===== src/fetch_macros.svh =====
// --------------------------------------------------------------------------
// fetch front end build constants: address width, fetch FIFO depth and the
// PC taken after reset
// --------------------------------------------------------------------------

`ifndef FETCH_MACROS_SVH
`define FETCH_MACROS_SVH

// width of every fetch address and of the PC
`define FETCH_ADDR_W 64

// fetch FIFO entries, must be a power of two
`define FETCH_FIFO_DEPTH 4

// first fetch address after reset
`define FETCH_BOOT_ADDR 64'h0000_0000_0000_0080

`endif

===== src/fetch_pkg.sv =====
// --------------------------------------------------------------------------
// fetch front end types: exception record, static branch prediction,
// fetch FIFO entry, exception cause codes and control-flow opcodes
// --------------------------------------------------------------------------

`include "fetch_macros.svh"

package fetch_pkg;

    // exception cause codes carried in the fetch entry
    localparam logic [3:0] CAUSE_INSTR_MISALIGNED   = 4'd0;
    localparam logic [3:0] CAUSE_INSTR_ACCESS_FAULT = 4'd1;

    // major opcodes of the instructions the predictor follows
    localparam logic [6:0] OPC_JAL    = 7'b110_1111;
    localparam logic [6:0] OPC_BRANCH = 7'b110_0011;

    // fetch exception, tval holds the faulting fetch address
    typedef struct packed {
        logic                     valid;
        logic [3:0]               cause;
        logic [`FETCH_ADDR_W-1:0] tval;
    } exception_t;

    // prediction attached to every fetched word
    // valid marks a control-flow instruction, taken the predicted direction
    typedef struct packed {
        logic                     taken;
        logic                     valid;
        logic [`FETCH_ADDR_W-1:0] target;
    } branchpredict_t;

    // one fetch FIFO entry as seen by decode
    typedef struct packed {
        logic [`FETCH_ADDR_W-1:0] address;
        logic [31:0]              instr;
        branchpredict_t           bp;
        exception_t               ex;
    } fetch_entry_t;

endpackage


===== src/fetch_frontend.sv =====
// --------------------------------------------------------------------------
// fetch front end top: requester, static predictor and dual-port FIFO
// --------------------------------------------------------------------------

`include "fetch_macros.svh"

module fetch_frontend (
    input  logic                     clk_i,
    input  logic                     rst_ni,
    // steering from the branch unit
    input  logic                     flush_i,
    input  logic [`FETCH_ADDR_W-1:0] redirect_pc_i,
    // instruction memory
    output logic                     fetch_req_o,
    output logic [`FETCH_ADDR_W-1:0] fetch_addr_o,
    input  logic                     instr_valid_i,
    input  logic [31:0]              instr_rdata_i,
    input  logic                     instr_err_i,
    // decode port 0
    output fetch_pkg::fetch_entry_t  fetch_entry_0_o,
    output logic                     fetch_entry_valid_0_o,
    input  logic                     fetch_ack_0_i,
    // decode port 1
    output fetch_pkg::fetch_entry_t  fetch_entry_1_o,
    output logic                     fetch_entry_valid_1_o,
    input  logic                     fetch_ack_1_i
);

    fetch_pkg::branchpredict_t predict;
    fetch_pkg::fetch_entry_t   entry;
    logic                      entry_valid;
    logic                      fifo_ready;
    logic [`FETCH_ADDR_W-1:0]  resp_addr;
    logic [31:0]               resp_rdata;

    fetch_requester i_fetch_requester (
        .clk_i         (clk_i),
        .rst_ni        (rst_ni),
        .flush_i       (flush_i),
        .redirect_pc_i (redirect_pc_i),
        .fifo_ready_i  (fifo_ready),
        .instr_valid_i (instr_valid_i),
        .instr_rdata_i (instr_rdata_i),
        .instr_err_i   (instr_err_i),
        .predict_i     (predict),
        .fetch_req_o   (fetch_req_o),
        .fetch_addr_o  (fetch_addr_o),
        .resp_addr_o   (resp_addr),
        .resp_rdata_o  (resp_rdata),
        .entry_o       (entry),
        .entry_valid_o (entry_valid)
    );

    // entry_valid marks a live response, killed ones are not predicted on
    branch_predictor i_branch_predictor (
        .resp_valid_i (entry_valid),
        .resp_addr_i  (resp_addr),
        .resp_rdata_i (resp_rdata),
        .predict_o    (predict)
    );

    fetch_fifo i_fetch_fifo (
        .clk_i                 (clk_i),
        .rst_ni                (rst_ni),
        .flush_i               (flush_i),
        .in_entry_i            (entry),
        .in_valid_i            (entry_valid),
        .in_ready_o            (fifo_ready),
        .fetch_entry_0_o       (fetch_entry_0_o),
        .fetch_entry_valid_0_o (fetch_entry_valid_0_o),
        .fetch_ack_0_i         (fetch_ack_0_i),
        .fetch_entry_1_o       (fetch_entry_1_o),
        .fetch_entry_valid_1_o (fetch_entry_valid_1_o),
        .fetch_ack_1_i         (fetch_ack_1_i)
    );

endmodule


===== src/fetch_requester.sv =====
// --------------------------------------------------------------------------
// fetch requester: PC register, request issue, flush and predicted
// redirect, kill of stale responses and the fetch exception field
// --------------------------------------------------------------------------

`include "fetch_macros.svh"

module fetch_requester (
    input  logic                      clk_i,
    input  logic                      rst_ni,
    input  logic                      flush_i,
    input  logic [`FETCH_ADDR_W-1:0]  redirect_pc_i,
    input  logic                      fifo_ready_i,
    // memory response, one cycle after the request
    input  logic                      instr_valid_i,
    input  logic [31:0]               instr_rdata_i,
    input  logic                      instr_err_i,
    input  fetch_pkg::branchpredict_t predict_i,
    // memory request
    output logic                      fetch_req_o,
    output logic [`FETCH_ADDR_W-1:0]  fetch_addr_o,
    // response toward the predictor
    output logic [`FETCH_ADDR_W-1:0]  resp_addr_o,
    output logic [31:0]               resp_rdata_o,
    // annotated entry toward the FIFO
    output fetch_pkg::fetch_entry_t   entry_o,
    output logic                      entry_valid_o
);

    logic [`FETCH_ADDR_W-1:0] pc_q, pc_n;
    logic [`FETCH_ADDR_W-1:0] addr_q;
    logic                     run_q;
    logic                     pend_q;
    logic                     mis_q;
    logic                     kill_q, kill_n;
    logic                     issue;
    logic                     redirect;

    // first request one cycle after reset release
    assign issue = run_q & fifo_ready_i;

    // a misaligned PC becomes a local pseudo request, never a memory access
    assign fetch_req_o  = issue & ~pc_q[1];
    assign fetch_addr_o = pc_q;

    // ----------------------------------------------------------------------
    // response cycle
    // ----------------------------------------------------------------------
    assign entry_valid_o = pend_q & ~kill_q & (mis_q | instr_valid_i);
    assign resp_addr_o   = addr_q;
    assign resp_rdata_o  = mis_q ? 32'h0 : instr_rdata_i;

    // follow a taken prediction, the sequential request sent now is stale
    assign redirect = entry_valid_o & predict_i.taken;
    assign kill_n   = issue & (flush_i | redirect);

    always_comb begin
        entry_o         = '0;
        entry_o.address = addr_q;
        entry_o.instr   = resp_rdata_o;
        entry_o.bp      = predict_i;
        // misaligned first, it never reached memory
        if (mis_q) begin
            entry_o.ex.valid = 1'b1;
            entry_o.ex.cause = fetch_pkg::CAUSE_INSTR_MISALIGNED;
            entry_o.ex.tval  = addr_q;
        end else if (instr_err_i) begin
            entry_o.ex.valid = 1'b1;
            entry_o.ex.cause = fetch_pkg::CAUSE_INSTR_ACCESS_FAULT;
            entry_o.ex.tval  = addr_q;
        end
    end

    // ----------------------------------------------------------------------
    // PC and in-flight tracking
    // ----------------------------------------------------------------------
    always_comb begin
        pc_n = pc_q;
        if (flush_i) begin
            pc_n = redirect_pc_i;
        end else if (redirect) begin
            pc_n = predict_i.target;
        end else if (issue) begin
            pc_n = pc_q + `FETCH_ADDR_W'(4);
        end
    end

    always_ff @(posedge clk_i or negedge rst_ni) begin
        if (!rst_ni) begin
            run_q  <= 1'b0;
            pc_q   <= `FETCH_BOOT_ADDR;
            pend_q <= 1'b0;
            mis_q  <= 1'b0;
            kill_q <= 1'b0;
        end else begin
            run_q  <= 1'b1;
            pc_q   <= pc_n;
            pend_q <= issue;
            mis_q  <= issue & pc_q[1];
            kill_q <= kill_n;
        end
    end

    // address of the request in flight
    always_ff @(posedge clk_i) begin
        if (issue) begin
            addr_q <= pc_q;
        end
    end

    // memory answers only to a request of the previous cycle
    assert property (@(posedge clk_i) disable iff (!rst_ni)
        instr_valid_i |-> $past(fetch_req_o))
        else $error("instruction response without a request");

endmodule


===== src/branch_predictor.sv =====
// --------------------------------------------------------------------------
// static branch predictor: jal always taken, conditional branches taken
// when backward, targets from the J and B immediates
// --------------------------------------------------------------------------

`include "fetch_macros.svh"

module branch_predictor (
    input  logic                      resp_valid_i,
    input  logic [`FETCH_ADDR_W-1:0]  resp_addr_i,
    input  logic [31:0]               resp_rdata_i,
    output fetch_pkg::branchpredict_t predict_o
);

    logic [6:0]               opcode;
    logic                     is_jal;
    logic                     is_branch;
    logic [`FETCH_ADDR_W-1:0] j_imm;
    logic [`FETCH_ADDR_W-1:0] b_imm;

    assign opcode = resp_rdata_i[6:0];

    // only a live response is decoded
    assign is_jal    = resp_valid_i && (opcode == fetch_pkg::OPC_JAL);
    assign is_branch = resp_valid_i && (opcode == fetch_pkg::OPC_BRANCH);

    // J-immediate, imm[20|10:1|11|19:12] sign extended
    assign j_imm = {{(`FETCH_ADDR_W - 20){resp_rdata_i[31]}},
                    resp_rdata_i[19:12],
                    resp_rdata_i[20],
                    resp_rdata_i[30:21],
                    1'b0};

    // B-immediate, imm[12|10:5] and imm[4:1|11] sign extended
    assign b_imm = {{(`FETCH_ADDR_W - 12){resp_rdata_i[31]}},
                    resp_rdata_i[7],
                    resp_rdata_i[30:25],
                    resp_rdata_i[11:8],
                    1'b0};

    always_comb begin
        predict_o = '0;
        if (is_jal) begin
            // unconditional, always follow
            predict_o.valid  = 1'b1;
            predict_o.taken  = 1'b1;
            predict_o.target = resp_addr_i + j_imm;
        end else if (is_branch) begin
            // backward means a loop, sign bit of the offset decides
            predict_o.valid  = 1'b1;
            predict_o.taken  = resp_rdata_i[31];
            predict_o.target = resp_addr_i + b_imm;
        end
    end

    // a taken prediction only comes from a decoded control-flow word
    always_comb begin
        assert (!predict_o.taken || predict_o.valid)
            else $error("taken prediction on a word that is not a jump or branch");
    end

endmodule


===== src/fetch_fifo.sv =====
// --------------------------------------------------------------------------
// dual-port fetch FIFO: one write per cycle, up to two reads per cycle,
// ready threshold toward the requester and synchronous flush
// --------------------------------------------------------------------------

`include "fetch_macros.svh"

module fetch_fifo (
    input  logic                    clk_i,
    input  logic                    rst_ni,
    // empties the FIFO at the next edge
    input  logic                    flush_i,
    // write side
    input  fetch_pkg::fetch_entry_t in_entry_i,
    input  logic                    in_valid_i,
    output logic                    in_ready_o,
    // read port 0, the oldest entry
    output fetch_pkg::fetch_entry_t fetch_entry_0_o,
    output logic                    fetch_entry_valid_0_o,
    input  logic                    fetch_ack_0_i,
    // read port 1, the entry after port 0
    output fetch_pkg::fetch_entry_t fetch_entry_1_o,
    output logic                    fetch_entry_valid_1_o,
    input  logic                    fetch_ack_1_i
);

    localparam int unsigned DEPTH = `FETCH_FIFO_DEPTH;
    localparam int unsigned PTR_W = $clog2(DEPTH);
    // one bit more so that a count of DEPTH fits
    localparam int unsigned CNT_W = PTR_W + 1;

    fetch_pkg::fetch_entry_t mem_q [DEPTH];

    logic [PTR_W-1:0] rd_ptr_q, rd_ptr_n;
    logic [PTR_W-1:0] rd_ptr_1;
    logic [PTR_W-1:0] wr_ptr_q, wr_ptr_n;
    logic [CNT_W-1:0] cnt_q, cnt_n;
    logic [1:0]       pop_cnt;
    logic             full;

    // entries leaving this cycle, zero, one or two
    assign pop_cnt = {1'b0, fetch_ack_0_i} + {1'b0, fetch_ack_1_i};

    assign full = (cnt_q == CNT_W'(DEPTH));

    // leave room for the response still in flight behind the last request
    assign in_ready_o = (cnt_q < CNT_W'(DEPTH - 2));

    // ----------------------------------------------------------------------
    // read ports
    // ----------------------------------------------------------------------
    // pointer wraps naturally at DEPTH
    assign rd_ptr_1 = rd_ptr_q + PTR_W'(1);

    assign fetch_entry_valid_0_o = (cnt_q >= CNT_W'(1));
    assign fetch_entry_valid_1_o = (cnt_q >= CNT_W'(2));
    assign fetch_entry_0_o       = mem_q[rd_ptr_q];
    assign fetch_entry_1_o       = mem_q[rd_ptr_1];

    // ----------------------------------------------------------------------
    // pointer and counter update
    // ----------------------------------------------------------------------
    always_comb begin
        wr_ptr_n = wr_ptr_q + PTR_W'(in_valid_i);
        rd_ptr_n = rd_ptr_q + PTR_W'(pop_cnt);
        cnt_n    = cnt_q + CNT_W'(in_valid_i) - CNT_W'(pop_cnt);
        // flush wins over a write or read in the same cycle
        if (flush_i) begin
            wr_ptr_n = '0;
            rd_ptr_n = '0;
            cnt_n    = '0;
        end
    end

    always_ff @(posedge clk_i or negedge rst_ni) begin
        if (!rst_ni) begin
            rd_ptr_q <= '0;
            wr_ptr_q <= '0;
            cnt_q    <= '0;
        end else begin
            rd_ptr_q <= rd_ptr_n;
            wr_ptr_q <= wr_ptr_n;
            cnt_q    <= cnt_n;
        end
    end

    // storage, a write during flush lands in a slot that is then discarded
    always_ff @(posedge clk_i) begin
        if (in_valid_i) begin
            mem_q[wr_ptr_q] <= in_entry_i;
        end
    end

    // ----------------------------------------------------------------------
    // assertions
    // ----------------------------------------------------------------------
    // the requester stops at the ready threshold, so a write never meets full
    assert property (@(posedge clk_i) disable iff (!rst_ni) in_valid_i |-> !full)
        else $error("fetch FIFO written while full");

    // decode only takes what is offered
    assert property (@(posedge clk_i) disable iff (!rst_ni)
        (fetch_ack_0_i |-> fetch_entry_valid_0_o) and
        (fetch_ack_1_i |-> fetch_entry_valid_1_o))
        else $error("fetch FIFO acked on a port that is not valid");

    // port 1 is only ever taken in order behind port 0
    assert property (@(posedge clk_i) disable iff (!rst_ni) fetch_ack_1_i |-> fetch_ack_0_i)
        else $error("fetch FIFO ack on port 1 without port 0");

endmodule


===== config.mk =====
export PLATFORM = sky130hd
export DESIGN_NAME = fetch_frontend
export DESIGN_NICKNAME = d
export VERILOG_FILES = /design/src/fetch_pkg.sv /design/src/fetch_frontend.sv /design/src/fetch_requester.sv /design/src/branch_predictor.sv /design/src/fetch_fifo.sv
export VERILOG_INCLUDE_DIRS = /design/src
export SDC_FILE = /design/constraint.sdc
export NUM_CORES = 2
export LEC_CHECK = 0
export CAP_MARGIN = 20
export CORE_MARGIN = 2
export CORE_UTILIZATION = 62
export DETAILED_ROUTE_END_ITERATION = 8
export DONT_BUFFER_PORTS = 1
export PLACE_DENSITY = 0.8
export SYNTH_ARGS = -nofsm -noshare
export SYNTH_HDL_FRONTEND = slang
export SYNTH_SLANG_ARGS = --single-unit
export TNS_END_PERCENT = 20

===== constraint.sdc =====
create_clock -name clk_i -period 31.5 [get_ports clk_i]
set_clock_uncertainty 0.2 [all_clocks]
set_input_delay 3.15 -clock clk_i [delete_from_list [all_inputs] [get_ports clk_i]]
set_output_delay 3.15 -clock clk_i [all_outputs]
set_load 0.03 [all_outputs]

# After elaboration in Yosys (flattened, before gate mapping)

Memory sizes are Yosys's and may differ from the RTL's.
Cells that the tools add are included.

Reduce and logical (&&, ||, !) cells: 3
Eq/ne operators: 2
Magnitude comparators: 3
Bitwise operators: 11
Add/sub/neg operators: 9
Muxes and demuxes: 13

Operator list:

| cell                                                       | count |
|---|---|
| 2-to-1 mux 64 bit                                          | 3 |
| 2-to-1 mux 69 bit                                          | 2 |
| 2-to-1 mux 66 bit                                          | 2 |
| adder 64 bit                                               | 2 |
| adder 64 x 3 -> 64 bit, second input constant              | 1 |
| 2-to-1 mux 32 bit                                          | 1 |
| == test 7 bit, second input constant                       | 2 |
| bitwise AND 1 bit                                          | 7 |
| 2-to-1 mux 2 bit                                           | 2 |
| adder 3 x 1 -> 3 bit                                       | 1 |
| >= comparator 3 x 1 -> 1 bit, second input constant        | 1 |
| >= comparator 3 x 2 -> 1 bit, second input constant        | 1 |
| less-than comparator 3 x 2 -> 1 bit, second input constant | 1 |
| 2-to-1 mux 3 bit                                           | 1 |
| nonzero test 3 bit                                         | 1 |
| subtractor 3 x 2 -> 3 bit                                  | 1 |
| adder 1 x 1 -> 2 bit                                       | 1 |
| adder 2 x 1 -> 2 bit                                       | 1 |
| adder 2 x 1 -> 2 bit, second input constant                | 1 |
| adder 2 bit                                                | 1 |
| logical AND 1 bit                                          | 2 |
| 2-to-1 mux 1 bit                                           | 2 |
| inverter 1 bit                                             | 2 |
| bitwise OR 1 bit                                           | 2 |

RAM bits: 924
Logic and storage cells: 51
Memories: 1
Bits in registers: 139

Memory list:

| memory             | depth | bits a word | read ports | clocked after Yosys merged registers in | wr ports | RTL line         | source |
|---|---|---|---|---|---|---|---|
| i_fetch_fifo.mem_q | 4     | 231         | 2          | 0                                       | 1        | fetch_fifo.sv:32 | `fetch_pkg::fetch_entry_t mem_q [DEPTH];` |

# Logic depth before layout (Yosys ltp)

Depth in word-level cells: 9
Mapped depth: 15
Depth with buffers taken out: 13

# Modules after synthesis

Synthesis repeated with hierarchy kept, for this count alone.

Cell total of the unflattened synthesis: 3,575
Area total of the unflattened synthesis: 54,790.0 um^2

Modules (own cells, without submodules):

| module           | times used | area each (um^2) | cells an instance |
|---|---|---|---|
| fetch_fifo       | 1          | 39,236.4         | 1,527 |
| fetch_requester  | 1          | 9,092.5          | 1,017 |
| branch_predictor | 1          | 6,461.2          | 1,031 |

# Worst setup path after synthesis

OpenSTA, ideal clock, no wires.

Path type: input-to-reg
Start: input port instr_valid_i
End: memory i_fetch_fifo.mem_q[1][0] (netlist bit), enable pin
Required time: 30.157 ns
Path slack: 10.068 ns
Arrival: 20.089 ns
Library setup time: 1.143 ns
Buffers on the path: 1
Cell stages on the path: 4
Cells stage by stage: nor2_1 or3b_1 buf_2 nor3b_1

Longest elaborated chain between the ends: 4

Ends and longest elaborated chain:

| element                                | RTL line              | source |
|---|---|---|
| from (decl)                            | fetch_frontend.sv:16  | `input logic instr_valid_i,` |
| bitwise OR 1 bit                       | fetch_requester.sv:49 | `assign entry_valid_o = pend_q & ~kill_q & (mis_q \| instr_valid_i);` |
| bitwise AND 1 bit                      | fetch_requester.sv:49 |  |
| 2-to-1 mux 1 bit                       | fetch_fifo.sv:89      | `if (in_valid_i) begin` |
| 2-to-1 mux 1 bit (implied by the code) | fetch_fifo.sv:90      | `mem_q[wr_ptr_q] <= in_entry_i;` |
| to (decl)                              | fetch_fifo.sv:32      |  |

No other way between the ends.

==> impl_metrics.tcl <==
set metrics [dict create \
    final_util 0.674 \
    maxCapViolCount 0 \
    fin_nets 3621 \
    r2r-start "i_fetch_requester.mis_q" \
    rr_worst_depth 13 \
    maxSlewViolCount 0 \
    first_global_vias 34700 \
    antenna_found_initial 26 \
    worst_pin_slew_ps 1310 \
    synth_top_family_by_area "multiplexers" \
    core_mm2 0.0865 \
    area_growth_pct 8.29 \
    cp_common_cell "buf_4" \
    path_delay_family "buffers and inverters" \
    postCtsSetupBuffers 0 \
    hold_slack_ps 290 \
    critical_path_arrival_ps 4800 \
    cp_slowest_cell "dfrtp_4" \
    ios 632 \
    layout-drive-gt1-share 0.212 \
    slew_headroom 0.120 \
    num_vias 36700 \
    rsz0062_at_grt "no" \
    place_hpwl_um 121000 \
    setup_tns_ps 0 \
    hold_buffers 0 \
    crit_buf_inv 4 \
    synth_top_cell_by_area "edfxtp_1" \
    synth_xor_area_frac 0.0244 \
    p_leak_nw 18.0 \
    crit_type "register to output pin" \
    async_flop_share 0.0714 \
    layout_min_cycle_time_ps 8150 \
    synth_area_per_cell_um2 15.1 \
    yosys.area_share.simple 0.0851 \
    grt_pass1_wl_um 250000 \
    synthMuxAreaShare 0.195 \
    status "finished clean" \
    synth.most_common_cell "edfxtp_1" \
    cp-start-kind "register" \
    cp-end-kind "output pin" \
    synth-compound-area-share 0.0852 \
    die-area_mm2 0.0893 \
    hold_viol 0 \
    finalWorstSetupSlack_ps 23350 \
    cts.repair.resized 0 \
    yosys-top-cells-area "edfxtp_1 (54%), mux4_2 (19%), dfrtp_1 (3.4%)" \
    clockBufferDepth 3 \
    yosys_warnings 0 \
    clock-sinks 1051 \
    clkLatencyLatePin_ps 690 \
    drc_errors 0 \
    synth_top_area_share 0.544 \
    startpoint "i_fetch_fifo.rd_ptr_q[1]" \
    place_area_mm2 0.0548 \
    wire_per_inst_um 36.8 \
    cts_buffers 102 \
    htreeDepth 3 \
    first_pass_iters 6 \
    synthCells 3567 \
    grt_max_degree 183 \
    start_util 0.623 \
    min-delay-start "i_fetch_requester.run_q" \
    worstPathCellList "buf_4 -> buf_16 -> buf_4 -> buf_4 -> mux4_2" \
    fp.dieH_um 299 \
    ys_seq_area_frac 0.579 \
    ir_drop_v 0.0000617 \
    hold_class "register to register" \
    synthFlopType "edfxtp_1" \
    via_per_inst 7.73 \
    synth_common_cells "edfxtp_1 (976), mux4_2 (456), nand2_1 (191)" \
    cts_tree "yes" \
    r2r_slack_ps 25800 \
    finalCritPeriodShare 0.259 \
    p_per_area_mw_per_mm2 74.5 \
    hold_depth 1 \
    clock.fmax_mhz 123 \
    postRouteAntennaNets 0 \
    cp_max_fo 48 \
    grt_overflow 0 \
    regToRegEndpoint "i_fetch_requester.fetch_addr_o[39]" \
    gp_congestion 1.05 \
    syn_area_mm2 0.0539 \
    wirelength_um 175000 \
    design_area_mm2 0.0583 \
    crit_cells 5 \
    drtIter0Drc 6222 \
    clk_pin_slew_ps 70 \
    dp_slack_ps 23720 \
    cts-root-buf "clkbuf_16" \
    cpPeakStageDelay_ps 900 \
    crit_required_ps 28150 \
    ys_seq_elements 1051 \
    portBuffers 0 \
    die_x_um 299 \
    gr-usage-all-layers 0.387 \
    netlist-cell-type-count 105 \
    synthAdderAreaFrac 0.00850 \
    finalSetupViolations 0 \
    placementRows 108 \
    hold_path_end "i_fetch_requester.mis_q" \
    synth_edf_count 976 \
]
## worst max-delay path by stage
stage / endpoint / slack (ps)
6_report: fetch_entry_1_o[211] / 23350
2_1_floorplan: i_fetch_fifo.mem_q[1][0] / 10070
3_5_place_dp: fetch_entry_0_o[209] / 23720
3_3_place_gp: fetch_entry_0_o[225] / 23870
4_1_cts: fetch_entry_1_o[211] / 22940
5_1_grt: fetch_entry_1_o[211] / 22890
## sequential cells by signal, indices dropped and copies added, names as in the netlist
register and cells:
i_fetch_requester.pend_q 1, i_fetch_fifo.rd_ptr_q 2, i_fetch_requester.kill_q 1, i_fetch_requester.run_q 1, i_fetch_fifo.mem_q 912, i_fetch_requester.mis_q 1, i_fetch_requester.resp_addr_o 64, i_fetch_fifo.wr_ptr_q 2
i_fetch_requester.fetch_addr_o 64, i_fetch_fifo.cnt_q 3
## cell usage in the layout (no fill, tap or decap), types with 26 or more instances in the layout
| cell | instances |
|---|---|
| nand4_1 | 57 |
| nand2_1 | 191 |
| a21oi_1 | 154 |
| nor2b_1 | 96 |
| nand3_1 | 87 |
| buf_4 | 65 |
| and3_1 | 36 |
| clkbuf_16 | 104 |
| nor2_1 | 180 |
| a31oi_1 | 33 |
| nor3_1 | 57 |
| mux4_2 | 456 |
| edfxtp_1 | 976 |
| xor2_1 | 31 |
| xnor2_1 | 117 |
| o22ai_1 | 54 |
| nor4_1 | 26 |
| inv_1 | 32 |
| ha_1 | 31 |
| dfrtp_1 | 71 |
| and2_1 | 34 |
| o21ai_0 | 98 |
## per-stage QoR
stage	instances	power [W]
after floorplan	3572	0.00282
after global placement	4531	0.00308
after detailed placement	4532	0.00310
after CTS	4722	0.00432
after global routing	4739	0.00447
final	4750	0.00435
## layer usage
metal,GRT usage,part of all wire,up-vias
met5,0,0.00049,-
met4,0.187,0.055,12
met3,0.124,0.14,570
met2,0.571,0.45,3234
met1,0.530,0.35,18400
li1,-,-,14500
## power by group
part | internal (W) | total [W] | switching, W
combinational | 0.000383 | 0.00123 | 0.000843
sequential | 0.00170 | 0.00189 | 0.000200
clock | 0.000690 | 0.00123 | 0.000537
## area by class of cell
class / count / area, um2
Timing Repair Buffer: 72 / 642
Tap cell: 1155 / 1450
Multi-Input combinational cell: 2221 / 21500
Antenna cell: 25 / 62.6
Sequential cell: 1051 / 31200
Inverter: 36 / 139
Clock buffer: 118 / 2660
Clock inverter: 72 / 692
Fill cell: 5691 / 28200
## cells by family (layout without fill, tap and decap cells)
kind of cell    count (synthesis)  count (layout)
compound gates                664             664
xor+xnor                      149             149
fa+ha+maj                      35              35
buf+inv                       300             298
flops                        1051            1051
mux                           477             477
other cells                     2              32
simple gates                  889             889
## worst register-to-register path, cell delays in order, from the launching register on
cell and delay [ps]:
dfrtp_2 380, buf_4 290, nand2b_4 630, inv_4 390, buf_4 610, buf_4 670
nand2_1 180, nand2_1 210, and2_1 280, a31oi_1 200, o221a_2 280, o21a_1 100
o21ai_0 870, o221a_2 360
Note: power is estimated with default switching activity, not from simulation.
